[config.mk]
export PLATFORM = sky130hd
export DESIGN_NAME = exec_slice_top
export DESIGN_NICKNAME = d
export VERILOG_FILES = /design/src/rv_isa_pkg.sv /design/src/exec_pkg.sv /design/src/instr_decoder.sv /design/src/register_file.sv /design/src/alu.sv /design/src/writeback_stage.sv /design/src/exec_slice_top.sv
export VERILOG_INCLUDE_DIRS = /design/src /design/src/src
export SDC_FILE = /design/constraint.sdc
export NUM_CORES = 2
export LEC_CHECK = 0
export BUFFER_PORTS_ARGS = -buffer_cell sky130_fd_sc_hd__buf_2
export CELL_PAD_IN_SITES_DETAIL_PLACEMENT = 1
export CELL_PAD_IN_SITES_GLOBAL_PLACEMENT = 2
export CORE_ASPECT_RATIO = 0.6
export CORE_UTILIZATION = 43
export DETAILED_ROUTE_END_ITERATION = 12
export GPL_TIMING_DRIVEN = 0
export PLACE_DENSITY_LB_ADDON = 0.1
export SYNTH_ARGS = -nofsm -noshare
export SYNTH_HDL_FRONTEND = slang
export SYNTH_SLANG_ARGS = --single-unit
[constraint.sdc]
create_clock -name clk -period 7.9 [get_ports clk]
set_input_delay 0.79 -clock clk [delete_from_list [all_inputs] [get_ports clk]]
set_output_delay 0.79 -clock clk [all_outputs]
set_load 0.01 [all_outputs]
[src/exec_settings.svh]
// Size settings for the execute slice, included by packages and RTL that need widths
`ifndef EXEC_SETTINGS_SVH
`define EXEC_SETTINGS_SVH

////////////////////////////////////////////////////////////
// Datapath sizing
////////////////////////////////////////////////////////////

// Register and operand width
`define EXEC_DATA_WIDTH 32

// 0 selects RV32I with 32 registers, 1 selects RV32E with 16
`define EXEC_RV32E 0

// Register count follows the base ISA choice
`define EXEC_NUM_REGS ((`EXEC_RV32E != 0) ? 16 : 32)

`endif

[src/rv_isa_pkg.sv]
// RISC-V instruction formats and encodings, referenced by scoped name from decoder and testbench
package rv_isa_pkg;

  ////////////////////////////////////////////////////////////
  // Instruction formats
  ////////////////////////////////////////////////////////////

  // OP format, register-register
  typedef struct packed {
    logic [6:0] funct7;
    logic [4:0] rs2;
    logic [4:0] rs1;
    logic [2:0] funct3;
    logic [4:0] rd;
    logic [6:0] opcode;
  } r_type_t;

  // OP-IMM format, 12-bit immediate in the top bits
  typedef struct packed {
    logic [11:0] imm12;
    logic [4:0]  rs1;
    logic [2:0]  funct3;
    logic [4:0]  rd;
    logic [6:0]  opcode;
  } i_type_t;

  // One instruction word, read as either format
  // Opcode, rd, funct3 and rs1 sit in the same bits in both views
  typedef union packed {
    r_type_t rtype;
    i_type_t itype;
  } rv_instr_u;

  ////////////////////////////////////////////////////////////
  // Opcodes and function fields
  ////////////////////////////////////////////////////////////

  localparam logic [6:0] OPC_OP     = 7'b0110011;
  localparam logic [6:0] OPC_OP_IMM = 7'b0010011;

  localparam logic [2:0] F3_ADD  = 3'b000;
  localparam logic [2:0] F3_SLL  = 3'b001;
  localparam logic [2:0] F3_SLT  = 3'b010;
  localparam logic [2:0] F3_SLTU = 3'b011;
  localparam logic [2:0] F3_XOR  = 3'b100;
  // Shared by logical and arithmetic right shift
  localparam logic [2:0] F3_SR   = 3'b101;
  localparam logic [2:0] F3_OR   = 3'b110;
  localparam logic [2:0] F3_AND  = 3'b111;

  // Base encoding, and the alternate for SUB and SRA
  localparam logic [6:0] F7_BASE = 7'b0000000;
  localparam logic [6:0] F7_ALT  = 7'b0100000;

endpackage

[src/exec_pkg.sv]
// Datapath types of the execute slice, referenced by scoped name across the RTL
`include "exec_settings.svh"

package exec_pkg;

  ////////////////////////////////////////////////////////////
  // ALU operations
  ////////////////////////////////////////////////////////////

  typedef enum logic [3:0] {
    ALU_ADD  = 4'd0,
    ALU_SUB  = 4'd1,
    ALU_SLL  = 4'd2,
    ALU_SLT  = 4'd3,
    ALU_SLTU = 4'd4,
    ALU_XOR  = 4'd5,
    ALU_SRL  = 4'd6,
    ALU_SRA  = 4'd7,
    ALU_OR   = 4'd8,
    ALU_AND  = 4'd9
  } alu_op_e;

  ////////////////////////////////////////////////////////////
  // Register file words
  ////////////////////////////////////////////////////////////

  // Full 5-bit index, also in RV32E mode
  typedef logic [4:0] reg_addr_t;

  // One register or operand
  typedef logic [`EXEC_DATA_WIDTH-1:0] word_t;

endpackage

[src/instr_decoder.sv]
// Input stage of the execute slice, decodes OP and OP-IMM words into a registered ALU command
`timescale 1ns/1ns
`include "exec_settings.svh"

module instr_decoder (
  input  logic                  clk,
  input  logic                  rst_n,
  input  logic                  instr_valid_i,
  input  rv_isa_pkg::rv_instr_u instr_i,
  output logic                  valid_o,
  output logic                  illegal_o,
  output exec_pkg::alu_op_e     alu_op_o,
  output exec_pkg::reg_addr_t   rs1_o,
  output exec_pkg::reg_addr_t   rs2_o,
  output exec_pkg::reg_addr_t   rd_o,
  output exec_pkg::word_t       imm_o,
  output logic                  use_imm_o
);

  logic                illegal_d;
  logic                use_imm_d;
  exec_pkg::alu_op_e   op_d;
  exec_pkg::reg_addr_t rs2_d;
  exec_pkg::word_t     imm_d;
  logic [6:0]          imm_hi;

  // Upper immediate bits, funct7 position for shift immediates
  assign imm_hi = instr_i.itype.imm12[11:5];

  ////////////////////////////////////////////////////////////
  // Combinational decode
  ////////////////////////////////////////////////////////////

  always_comb begin
    illegal_d = 1'b0;
    use_imm_d = 1'b0;
    op_d      = exec_pkg::ALU_ADD;
    rs2_d     = instr_i.rtype.rs2;
    // Sign-extended 12-bit immediate
    imm_d     = {{(`EXEC_DATA_WIDTH-12){instr_i.itype.imm12[11]}}, instr_i.itype.imm12};

    case (instr_i.rtype.opcode)
      rv_isa_pkg::OPC_OP: begin
        // Only ADD and SR accept the alternate funct7
        case (instr_i.rtype.funct3)
          rv_isa_pkg::F3_ADD:  op_d = exec_pkg::ALU_ADD;
          rv_isa_pkg::F3_SLL:  op_d = exec_pkg::ALU_SLL;
          rv_isa_pkg::F3_SLT:  op_d = exec_pkg::ALU_SLT;
          rv_isa_pkg::F3_SLTU: op_d = exec_pkg::ALU_SLTU;
          rv_isa_pkg::F3_XOR:  op_d = exec_pkg::ALU_XOR;
          rv_isa_pkg::F3_SR:   op_d = exec_pkg::ALU_SRL;
          rv_isa_pkg::F3_OR:   op_d = exec_pkg::ALU_OR;
          default:             op_d = exec_pkg::ALU_AND;
        endcase
        if (instr_i.rtype.funct7 == rv_isa_pkg::F7_ALT) begin
          if (instr_i.rtype.funct3 == rv_isa_pkg::F3_ADD) begin
            op_d = exec_pkg::ALU_SUB;
          end else if (instr_i.rtype.funct3 == rv_isa_pkg::F3_SR) begin
            op_d = exec_pkg::ALU_SRA;
          end else begin
            illegal_d = 1'b1;
          end
        end else if (instr_i.rtype.funct7 != rv_isa_pkg::F7_BASE) begin
          illegal_d = 1'b1;
        end
      end

      rv_isa_pkg::OPC_OP_IMM: begin
        use_imm_d = 1'b1;
        // No second register read for immediates
        rs2_d     = '0;
        case (instr_i.itype.funct3)
          rv_isa_pkg::F3_ADD:  op_d = exec_pkg::ALU_ADD;
          rv_isa_pkg::F3_SLT:  op_d = exec_pkg::ALU_SLT;
          rv_isa_pkg::F3_SLTU: op_d = exec_pkg::ALU_SLTU;
          rv_isa_pkg::F3_XOR:  op_d = exec_pkg::ALU_XOR;
          rv_isa_pkg::F3_OR:   op_d = exec_pkg::ALU_OR;
          rv_isa_pkg::F3_AND:  op_d = exec_pkg::ALU_AND;
          rv_isa_pkg::F3_SLL: begin
            op_d      = exec_pkg::ALU_SLL;
            imm_d     = exec_pkg::word_t'(instr_i.itype.imm12[4:0]);
            illegal_d = (imm_hi != rv_isa_pkg::F7_BASE);
          end
          default: begin
            // SRLI or SRAI, picked by the upper immediate bits
            op_d  = (imm_hi == rv_isa_pkg::F7_ALT) ? exec_pkg::ALU_SRA : exec_pkg::ALU_SRL;
            imm_d = exec_pkg::word_t'(instr_i.itype.imm12[4:0]);
            illegal_d = (imm_hi != rv_isa_pkg::F7_BASE) && (imm_hi != rv_isa_pkg::F7_ALT);
          end
        endcase
      end

      default: illegal_d = 1'b1;
    endcase

    // RV32E has only x0..x15
    if ((`EXEC_RV32E != 0) &&
        (instr_i.rtype.rs1[4] || instr_i.rtype.rd[4] || rs2_d[4])) begin
      illegal_d = 1'b1;
    end
  end

  ////////////////////////////////////////////////////////////
  // Decode register
  ////////////////////////////////////////////////////////////

  // Strobe and illegal flag
  always_ff @(posedge clk or negedge rst_n) begin
    if (!rst_n) begin
      valid_o   <= 1'b0;
      illegal_o <= 1'b0;
    end else begin
      valid_o   <= instr_valid_i;
      illegal_o <= instr_valid_i & illegal_d;
    end
  end

  // Payload, qualified downstream by valid_o
  always_ff @(posedge clk) begin
    alu_op_o  <= op_d;
    rs1_o     <= instr_i.rtype.rs1;
    rs2_o     <= rs2_d;
    rd_o      <= instr_i.rtype.rd;
    imm_o     <= imm_d;
    use_imm_o <= use_imm_d;
  end

endmodule

[src/register_file.sv]
// Flip-flop register file with x0 tied to zero, two combinational reads and one write
`timescale 1ns/1ns
`include "exec_settings.svh"

module register_file (
  input  logic                clk,
  input  logic                rst_n,
  input  exec_pkg::reg_addr_t raddr_a_i,
  input  exec_pkg::reg_addr_t raddr_b_i,
  input  exec_pkg::reg_addr_t waddr_i,
  input  exec_pkg::word_t     wdata_i,
  input  logic                we_i,
  output exec_pkg::word_t     rdata_a_o,
  output exec_pkg::word_t     rdata_b_o
);

  localparam int NUM_REGS = `EXEC_NUM_REGS;

  exec_pkg::word_t                 regs [NUM_REGS-1:1];
  exec_pkg::word_t                 rf_words [NUM_REGS];
  logic            [NUM_REGS-1:1]  we_dec;

  ////////////////////////////////////////////////////////////
  // Write port
  ////////////////////////////////////////////////////////////

  // One-hot enable, no entry for x0
  always_comb begin
    for (int i = 1; i < NUM_REGS; i++) begin
      we_dec[i] = we_i && (waddr_i == exec_pkg::reg_addr_t'(i));
    end
  end

  always_ff @(posedge clk or negedge rst_n) begin
    if (!rst_n) begin
      for (int i = 1; i < NUM_REGS; i++) begin
        regs[i] <= '0;
      end
    end else begin
      for (int i = 1; i < NUM_REGS; i++) begin
        if (we_dec[i]) begin
          regs[i] <= wdata_i;
        end
      end
    end
  end

  ////////////////////////////////////////////////////////////
  // Read ports
  ////////////////////////////////////////////////////////////

  // Full view with constant zero at x0
  always_comb begin
    rf_words[0] = '0;
    for (int i = 1; i < NUM_REGS; i++) begin
      rf_words[i] = regs[i];
    end
  end

  // Indexes past the last register read zero
  assign rdata_a_o = (int'(raddr_a_i) < NUM_REGS) ? rf_words[raddr_a_i] : '0;
  assign rdata_b_o = (int'(raddr_b_i) < NUM_REGS) ? rf_words[raddr_b_i] : '0;

endmodule

[src/alu.sv]
// Combinational integer ALU of the execute slice, operand B picked from register or immediate
`timescale 1ns/1ns

module alu (
  input  exec_pkg::alu_op_e op_i,
  input  exec_pkg::word_t   rs1_data_i,
  input  exec_pkg::word_t   rs2_data_i,
  input  exec_pkg::word_t   imm_i,
  input  logic              use_imm_i,
  output exec_pkg::word_t   result_o
);

  exec_pkg::word_t op_a;
  exec_pkg::word_t op_b;
  logic [4:0]      shamt;
  logic            lt_signed;
  logic            lt_unsigned;

  // Operand select
  assign op_a  = rs1_data_i;
  assign op_b  = use_imm_i ? imm_i : rs2_data_i;

  // Shifts use the low 5 bits only
  assign shamt = op_b[4:0];

  // Compares for SLT and SLTU
  assign lt_signed   = $signed(op_a) < $signed(op_b);
  assign lt_unsigned = op_a < op_b;

  ////////////////////////////////////////////////////////////
  // Result mux
  ////////////////////////////////////////////////////////////

  always_comb begin
    case (op_i)
      exec_pkg::ALU_ADD:  result_o = op_a + op_b;
      // Wraps on overflow
      exec_pkg::ALU_SUB:  result_o = op_a - op_b;
      exec_pkg::ALU_SLL:  result_o = op_a << shamt;
      exec_pkg::ALU_SLT:  result_o = exec_pkg::word_t'(lt_signed);
      exec_pkg::ALU_SLTU: result_o = exec_pkg::word_t'(lt_unsigned);
      exec_pkg::ALU_XOR:  result_o = op_a ^ op_b;
      exec_pkg::ALU_SRL:  result_o = op_a >> shamt;
      // Sign bit fills from the left
      exec_pkg::ALU_SRA:  result_o = exec_pkg::word_t'($signed(op_a) >>> shamt);
      exec_pkg::ALU_OR:   result_o = op_a | op_b;
      exec_pkg::ALU_AND:  result_o = op_a & op_b;
      default:            result_o = '0;
    endcase
  end

endmodule

[src/writeback_stage.sv]
// Output stage of the execute slice, drives the register file write and registers the report
`timescale 1ns/1ns

module writeback_stage (
  input  logic                clk,
  input  logic                rst_n,
  input  logic                valid_i,
  input  logic                illegal_i,
  input  exec_pkg::reg_addr_t rd_i,
  input  exec_pkg::word_t     result_i,
  output logic                rf_we_o,
  output exec_pkg::reg_addr_t rf_waddr_o,
  output exec_pkg::word_t     rf_wdata_o,
  output logic                result_valid_o,
  output exec_pkg::reg_addr_t result_rd_o,
  output exec_pkg::word_t     result_data_o,
  output logic                illegal_o,
  output logic [31:0]         retired_count_o
);

  // Write only for a valid, legal instruction
  // x0 is dropped inside the register file
  assign rf_we_o    = valid_i & ~illegal_i;
  assign rf_waddr_o = rd_i;
  assign rf_wdata_o = result_i;

  ////////////////////////////////////////////////////////////
  // Result report and retire count
  ////////////////////////////////////////////////////////////

  // One-cycle pulses, counter wraps at 2**32
  always_ff @(posedge clk or negedge rst_n) begin
    if (!rst_n) begin
      result_valid_o  <= 1'b0;
      illegal_o       <= 1'b0;
      retired_count_o <= '0;
    end else begin
      result_valid_o <= rf_we_o;
      illegal_o      <= valid_i & illegal_i;
      if (rf_we_o) begin
        retired_count_o <= retired_count_o + 32'd1;
      end
    end
  end

  // Reported rd and data, qualified by result_valid_o
  always_ff @(posedge clk) begin
    result_rd_o   <= rd_i;
    result_data_o <= result_i;
  end

endmodule

[src/exec_slice_top.sv]
// Top level of the integer execute slice, wires decoder, register file, ALU and writeback
`timescale 1ns/1ns

module exec_slice_top (
  input  logic                  clk,
  input  logic                  rst_n,
  input  logic                  instr_valid_i,
  input  rv_isa_pkg::rv_instr_u instr_i,
  output logic                  result_valid_o,
  output exec_pkg::reg_addr_t   result_rd_o,
  output exec_pkg::word_t       result_data_o,
  output logic                  illegal_o,
  output logic [31:0]           retired_count_o
);

  // Decode register outputs
  logic                dec_valid;
  logic                dec_illegal;
  exec_pkg::alu_op_e   dec_op;
  exec_pkg::reg_addr_t dec_rs1;
  exec_pkg::reg_addr_t dec_rs2;
  exec_pkg::reg_addr_t dec_rd;
  exec_pkg::word_t     dec_imm;
  logic                dec_use_imm;

  // Operands, result and write port
  exec_pkg::word_t     rs1_data;
  exec_pkg::word_t     rs2_data;
  exec_pkg::word_t     alu_result;
  logic                rf_we;
  exec_pkg::reg_addr_t rf_waddr;
  exec_pkg::word_t     rf_wdata;

  ////////////////////////////////////////////////////////////
  // Input side
  ////////////////////////////////////////////////////////////

  instr_decoder u_decoder (
    .clk           (clk),
    .rst_n         (rst_n),
    .instr_valid_i (instr_valid_i),
    .instr_i       (instr_i),
    .valid_o       (dec_valid),
    .illegal_o     (dec_illegal),
    .alu_op_o      (dec_op),
    .rs1_o         (dec_rs1),
    .rs2_o         (dec_rs2),
    .rd_o          (dec_rd),
    .imm_o         (dec_imm),
    .use_imm_o     (dec_use_imm)
  );

  ////////////////////////////////////////////////////////////
  // Operand read and execute
  ////////////////////////////////////////////////////////////

  register_file u_regfile (
    .clk       (clk),
    .rst_n     (rst_n),
    .raddr_a_i (dec_rs1),
    .raddr_b_i (dec_rs2),
    .waddr_i   (rf_waddr),
    .wdata_i   (rf_wdata),
    .we_i      (rf_we),
    .rdata_a_o (rs1_data),
    .rdata_b_o (rs2_data)
  );

  alu u_alu (
    .op_i       (dec_op),
    .rs1_data_i (rs1_data),
    .rs2_data_i (rs2_data),
    .imm_i      (dec_imm),
    .use_imm_i  (dec_use_imm),
    .result_o   (alu_result)
  );

  ////////////////////////////////////////////////////////////
  // Output side
  ////////////////////////////////////////////////////////////

  writeback_stage u_writeback (
    .clk             (clk),
    .rst_n           (rst_n),
    .valid_i         (dec_valid),
    .illegal_i       (dec_illegal),
    .rd_i            (dec_rd),
    .result_i        (alu_result),
    .rf_we_o         (rf_we),
    .rf_waddr_o      (rf_waddr),
    .rf_wdata_o      (rf_wdata),
    .result_valid_o  (result_valid_o),
    .result_rd_o     (result_rd_o),
    .result_data_o   (result_data_o),
    .illegal_o       (illegal_o),
    .retired_count_o (retired_count_o)
  );

endmodule

After elaboration in Yosys (flattened, before gate mapping). Index checks and enable logic that the tools add are counted.

Flip-flop bits (word level): 1117. RAM bits: 0. Memories: 0. Bits in read-only memories: 0. Output and inout port bits: 71. Bits of input ports: 35. Bits in latches: 0.

Bitwise logic cells: 9. $add $sub $neg: 3. Reduce and logical (&&, ||, !) cells: 36. Mux-type cells: 24. Multipliers: 0. Order comparisons: 4. Eq/ne operators: 51. Div/mod/pow operators: 0. Shifts and indexed selects: 3.

Operators by type and width (number): $bmux 32 s5 (2); $pmux 32 s10 (1); $mux 32 (7); $eq 5x5->1 const B (16); $lt 32x32->1 (2); $pmux 4 s7 (2); $eq 5x4->1 const B (8); $add 32x1->32 const B (1); $add 32x32->32 (1); $and 32x32->32 (1); $logic_and 1x1->1 (32); $or 32x32->32 (1); $shl 32x5->32 (1); $shr 32x5->32 (1); $sshr 32x5->32 (1); $sub 32x32->32 (1); $xor 32x32->32 (1); $eq 5x3->1 const B (4); $eq 4x3->1 const B (4); $eq 7x6->1 const B (2); $eq 3x3->1 const B (4); $ge 6x6->1 const B (2); $mux 4 (3); $not 5->6 (2); 18 further kinds (30).

Logic depth before layout (Yosys ltp).
Depth in word-level cells: 7. Depth in mapped cells: 27.

Modules after synthesis. From an unflattened synthesis, not the netlist that was laid out.

Cell total of the unflattened synthesis: 5349. Area, all modules: 66132.2 um^2.

By module, submodules not included: register_file (times used 1, sequential area each 24823.8 um^2, cells an instance 3639, area an instance 53228.6 um^2); alu (times used 1, sequential area each 0.0 um^2, cells an instance 1412, area an instance 9186.3 um^2); writeback_stage (times used 1, sequential area each 1591.5 um^2, cells an instance 205, area an instance 2592.5 um^2); instr_decoder (times used 1, sequential area each 690.7 um^2, cells an instance 93, area an instance 1124.8 um^2).

Worst setup path before layout. No wires, ideal clock.

Path type: flip-flop to flip-flop. Start point: reg u_decoder.rs2_o[0]. End point: reg u_regfile.regs[383] (netlist bit). Library setup time: 0.141 ns. Data arrival time: 6.547 ns. Setup slack: 1.212 ns. Cell stages (with the launch flop): 24. Path buffers: 8. Required time: 7.759 ns. Path through: dfxtp_1 -> buf_6 -> buf_12 -> buf_2 -> clkbuf_1 -> clkbuf_1 -> buf_1 -> mux4_2 -> mux4_2 -> nor2_1 -> nor3_1 -> a21oi_1 -> ha_1 -> clkbuf_1 -> or3_1 -> a2111oi_0 -> o211ai_1 -> a31o_2 -> o41a_1 -> a311o_1 -> xor2_1 -> a21oi_2 -> buf_2 -> a21oi_1.

Longest elaborated chain between the ends: 7.

RTL lines: start, declared (RTL line instr_decoder.sv:14) `output exec_pkg::reg_addr_t rs2_o,`; start signal, assigned (RTL line instr_decoder.sv:122) `rs2_o <= rs2_d;`; $not 5->6 (implied by the code) (*) (RTL line register_file.sv:62) `assign rdata_b_o = (int'(raddr_b_i) < NUM_REGS) ? rf_words[raddr_b_i] : '0;`; $bmux 32 s5 (*) (RTL line register_file.sv:62); $mux 32 (implied by the code) (*) (2 in series) (RTL line register_file.sv:62); $mux 32 (*) (RTL line alu.sv:21) `assign op_b = use_imm_i ? imm_i : rs2_data_i;`; $sub 32x32->32 (tied with other cells) (RTL line alu.sv:38) `exec_pkg::ALU_SUB: result_o = op_a - op_b;`; $pmux 32 s10 (*) (RTL line alu.sv:35) `case (op_i)`; end signal, assigned by index (RTL line register_file.sv:42) `regs[i] <= wdata_i;`; end, declared (RTL line register_file.sv:19) `exec_pkg::word_t regs [NUM_REGS-1:1];`.

Mark *: on every way between the ends. The rest lies on a longest branch, timed or not. The select of a mux whose other input is x is not followed. A chain may end at the register's enable or synchronous reset.

Worst setup path after layout.
Start point: reg u_decoder.rs1_o[1]. End point: reg u_regfile.regs[175] (netlist bit).

Longest elaborated chain between the ends: 6.

RTL lines: start, declared (RTL line instr_decoder.sv:13) `output exec_pkg::reg_addr_t rs1_o,`; start signal, assigned (RTL line instr_decoder.sv:121) `rs1_o <= instr_i.rtype.rs1;`; $not 5->6 (implied by the code) (*) (RTL line register_file.sv:61) `assign rdata_a_o = (int'(raddr_a_i) < NUM_REGS) ? rf_words[raddr_a_i] : '0;`; $bmux 32 s5 (*) (RTL line register_file.sv:61); $mux 32 (implied by the code) (*) (2 in series) (RTL line register_file.sv:61); $sub 32x32->32 (tied with other cells) (RTL line alu.sv:38); $pmux 32 s10 (*) (RTL line alu.sv:35).

Marks and branches as above.

==> flow_metrics.py <==
metrics = {
    "status": {
        "result_of_the_run": "complete, but fails checks",
        "failed_checks": "max-capacitance violations, max-slew violations, negative setup slack",
    },
    "power_and_ir_drop": {
        "swShare_pct": 40.3,
        "netSwitchingPower_mw": 7.94,
        "leakage_nw": 31.8,
        "power.density_nw_per_um2": 272,
        "power_frac_seq_pct": 37.1,
        "clockPowerShare_pct": 28.7,
        "worst_ir_drop_vdd_v": 0.000177,
        "power_report.internal_total_mw": 11.8,
        "finalPower_mw": 19.7,
        "power_frac_comb_pct": 34.2,
    },
    "floorplanning": {
        "initial_util_pct": 43.7,
        "floorplan.die_area_um2": 150000,
        "io_pins": 106,
        "num_rows": 108,
        "die_height_um": 300,
        "core-area_um2": 146000,
        "die_w_um": 499,
    },
    "drt": {
        "detailedRoute.firstIterationViolations": 9982,
        "route.detailed.vias_per_inst": 7.14,
        "drt_drc_violations_left": 0,
        "route.antenna.remaining_nets": 0,
        "totalWireLength_mm": 378,
        "drt_pass1_iterations": 7,
        "wl_per_cell_um": 43.8,
        "route.vias.total": 61610,
    },
    "placed_design": {
        "place.detailed.hpwl_mm": 293,
        "gpl.final_weighted_congestion": 1.17,
        "postPlaceCellArea_um2": 67000,
        "number_of_buffer_cells_added_on_primary_ports": 103,
        "place_ws_ns": -4.38,
        "post-place-cells": 8314,
    },
    "cells_and_area": {
        "layout_commonest_cell": "sky130_fd_sc_hd__dfrtp_1",
        "finish.cell_count_without_fillers": 8629,
        "postLayoutCellArea_um2": 72300,
        "utilization_pct": 49.6,
        "area_delta_synth_final_pct": 13.6,
        "final_layout_size_suffix_gt1_share_pct": 19.9,
        "layout.cells.most_common_list": "sky130_fd_sc_hd__dfrtp_1 (1028), sky130_fd_sc_hd__nand2_1 (1016), sky130_fd_sc_hd__o21ai_0 (760), sky130_fd_sc_hd__mux2i_1 (406), sky130_fd_sc_hd__mux4_2 (373)",
        "finalNetCount": 6698,
    },
    "critical_path": {
        "critical_path.startpoint_type": "register",
        "crit_buf_inv": 4,
        "critical-path-top-delay-family": "multiplexers",
        "critPathMaxStageDelay_ns": 1.56,
        "crit_path_end_kind": "register",
        "critPathRequiredTime_ns": 8.51,
        "regToRegSetupSlack_ns": -0.48,
        "crit_path_top_delay_cell": "sky130_fd_sc_hd__mux2i_1",
        "worst_reg2reg_path_startpoint": "u_decoder.rs1_o[1]",
        "crit_fanout": 10,
        "critPathKind": "register to register",
        "timing.critical_path.from": "u_decoder.rs1_o[1]",
        "worstPathCellList": "buf_2 > buf_2 > buf_2 > mux4_2 > mux2_2 > nand2_1 > nand4_1 > mux2i_1 > mux2i_1 > mux2i_1 > a221oi_1 > nor4_4 > clkbuf_1 > o21ai_0",
        "arrival_ns": 8.99,
    },
    "sta": {
        "timing.final.max_slew_violations": 90,
        "finClkSkew_ns": 0.0349,
        "timing.fmax_ghz": 0.119,
        "setup_violations": 332,
        "final_worst_path_setup_slack_ns": -0.478,
        "fin_crit_ns": 8.38,
        "max_slew.worst_pin.slew_ns": 1.71,
        "max-slew-margin-rel_pct": -17.5,
        "hold_viol": 0,
        "timing.final.crit_share_pct": 106,
    },
    "synth": {
        "syn_avg_cell_area_um2": 10.2,
        "number_of_flops_mapped_to_enable_cells_by_yosys": 0,
        "synth_async_sr_flop_share_pct": 93.7,
        "number_of_distinct_standard_cells_referenced_by_the_synthesized_netlist": 103,
        "postSynthRegisterBits": 1097,
        "ys.warnings.count": 0,
        "syn_nets": 6402,
        "ys_dominant_reg_cell": "sky130_fd_sc_hd__dfrtp_1",
        "synth_seq_area_share_pct": 42.6,
        "synth.cell_area_um2": 63700,
        "postSynthCellCount": 6266,
    },
    "clock_network": {
        "clk-insertion-delay-late_ns": 0.79,
        "htree_levels": 3,
        "clkSinkCount": 1097,
        "cts.clk_slew.worst_paths_ns": 0.07,
        "cts_tree": "done",
        "cts_hold_repair.buffers": 0,
        "cts-buffers-inserted": 110,
        "clockRootBuffer": "sky130_fd_sc_hd__clkbuf_16",
        "cts-root-to-sink-buffers": 3,
    },
    "run": {
        "timing.max_cap.violations": 15,
    },
    "worst_hold_path": {
        "tightest_hold_check_type": "input port to asynchronous set/reset pin",
    },
    "global_routing": {
        "grt_overflow_total": 0,
        "number_of_antenna_violations_at_the_first_check_in_global_routing": 38,
        "grt_start_max_net_pins": 160,
        "wire_length_of_the_first_global_routing_pass_mm": 506,
        "grt_usage_pct": 49.9,
        "via_count_of_the_first_global_routing_pass": 58659,
    },
}
cell usage after synthesis, drive strengths merged, types with 7 or more instances:
library cell,n,area share (%)
a2111oi,7,0.15
mux2i,414,6.5
a221oi,15,0.23
o21a,31,0.37
a22oi,101,1.2
o311ai,8,0.11
nor4,19,0.25
o31ai,16,0.20
a211oi,21,0.26
xor2,15,0.21
a22o,27,0.37
dfrtp,1028,40
a21o,12,0.14
o21ai,860,6.9
or2,7,0.069
nand4,44,0.44
mux2,176,3.1
ha,99,1.9
a21oi,212,1.7
inv,133,0.79
xnor2,44,0.61
or4,9,0.11
nor3,42,0.34
nand2b,46,0.45
nand3,126,0.99
dfxtp,69,2.2
o21bai,9,0.11
a31oi,79,0.79
mux4,374,13
clkbuf,361,2.1
nor2,357,2.2
a221o,35,0.55
nor2b,29,0.28
buf,197,1.8
nand2,1018,6.0
or3,14,0.14
and2,12,0.12
o22ai,42,0.42
o211ai,19,0.22
o221ai,28,0.39
and3,22,0.22
routing by layer:
metal / vias up / part of all wire, % / GRT usage [%]
met5: - / 0.51 / 8.39
met2: 4876 / 35 / 58.2
met3: 742 / 19 / 33.7
li1: 23415 / - / -
met1: 32511 / 42 / 70.0
met4: 66 / 3.8 / 16.3
layout make-up:
class | instances | area [um2]
multi-input combinational | 4475 | 34000
clock inverter | 35 | 408
tap | 1925 | 2410
buffer | 549 | 2980
sequential | 1097 | 27100
timing repair buffer | 193 | 1590
clock buffer | 169 | 3250
antenna | 50 | 125
inverter | 136 | 515
fill | 16009 | 73500
metrics by stage:
stage	setup TNS [ns]	hold slack (ns)
after floorplan	0	0.329
after global placement	-	0.356
after detailed placement	-2477.24	0.358
after CTS	-0.0909	0.106
after global routing	-6.61	0.123
final	-60.87	0.0487
worst reg2reg max path: cells and delay by family, from the launching register on:
kind | cells | cell delay (ns)
buffers and inverters | 4 | 1.78
flip-flops | 1 | 0.30
AND/OR/NAND/NOR | 3 | 1.47
multiplexers | 5 | 3.98
AO/OA/AOI/OAI | 2 | 0.69
path summary, 6_finish.rpt:
kind                                               to  depth (start not counted)
setup reg to reg                  u_regfile.regs[175]                         14
min in group clk                    u_decoder.rd_o[4]                          1
hold / removal                    u_regfile.regs[125]                          1
max in group asynchronous         u_regfile.regs[945]                          4
hold reg to reg            u_writeback.result_rd_o[4]                          0
setup / recovery                  u_regfile.regs[175]                         14
logic make-up (layout without fill, tap and decap cells):
logic type,count (synthesis),in the layout,share of synthesized area (%)
AOI/OAI and AO/OA,1596,1596,15.2
xor gates and xnor gates,59,59,0.812
adders and majority gates,101,101,2.01
buffers and inverters,694,1082,4.77
DFF,1097,1097,42.6
muxes,964,964,22.9
other,0,50,0
and+or+nand+nor,1755,1755,11.7
sequential cells by signal, indices dropped and copies added (netlist names):
signal                       count
u_writeback.result_valid_o       1
u_decoder.rs2_o                  5
u_decoder.valid_o                1
u_decoder.alu_op_o               4
u_decoder.rd_o                   5
u_writeback.retired_count_o     32
u_writeback.result_data_o       32
u_writeback.illegal_o            1
u_regfile.regs                 992
u_decoder.rs1_o                  5
u_decoder.imm_o                 12
u_decoder.use_imm_o              1
u_decoder.illegal_o              1
u_writeback.result_rd_o          5
power by group through the flow:
| stage | sequential [mW] | clock (mW) | combinational, mW |
|---|---|---|---|
| 2_1_floorplan | 7.11 | 0 | 3.37 |
| 3_3_place_gp | 7.28 | 0 | 5.88 |
| 3_5_place_dp | 7.35 | 0 | 6.03 |
| 4_1_cts | 7.26 | 5.60 | 6.29 |
| 5_1_grt | 7.39 | 5.79 | 6.85 |
| 6_report | 7.32 | 5.65 | 6.73 |
repair_timing:
| item | in CTS | in global routing |
|---|---|---|
| endpoints found under the setup margin | 928 | 626 |
| buffers inserted | 63 | 5 |
| pin swaps | 27 | 8 |
| gates resized for setup | 212 | 86 |
| endpoints found under the hold margin | 0 | 0 |
Note: power is estimated with default switching activity, not from simulation.
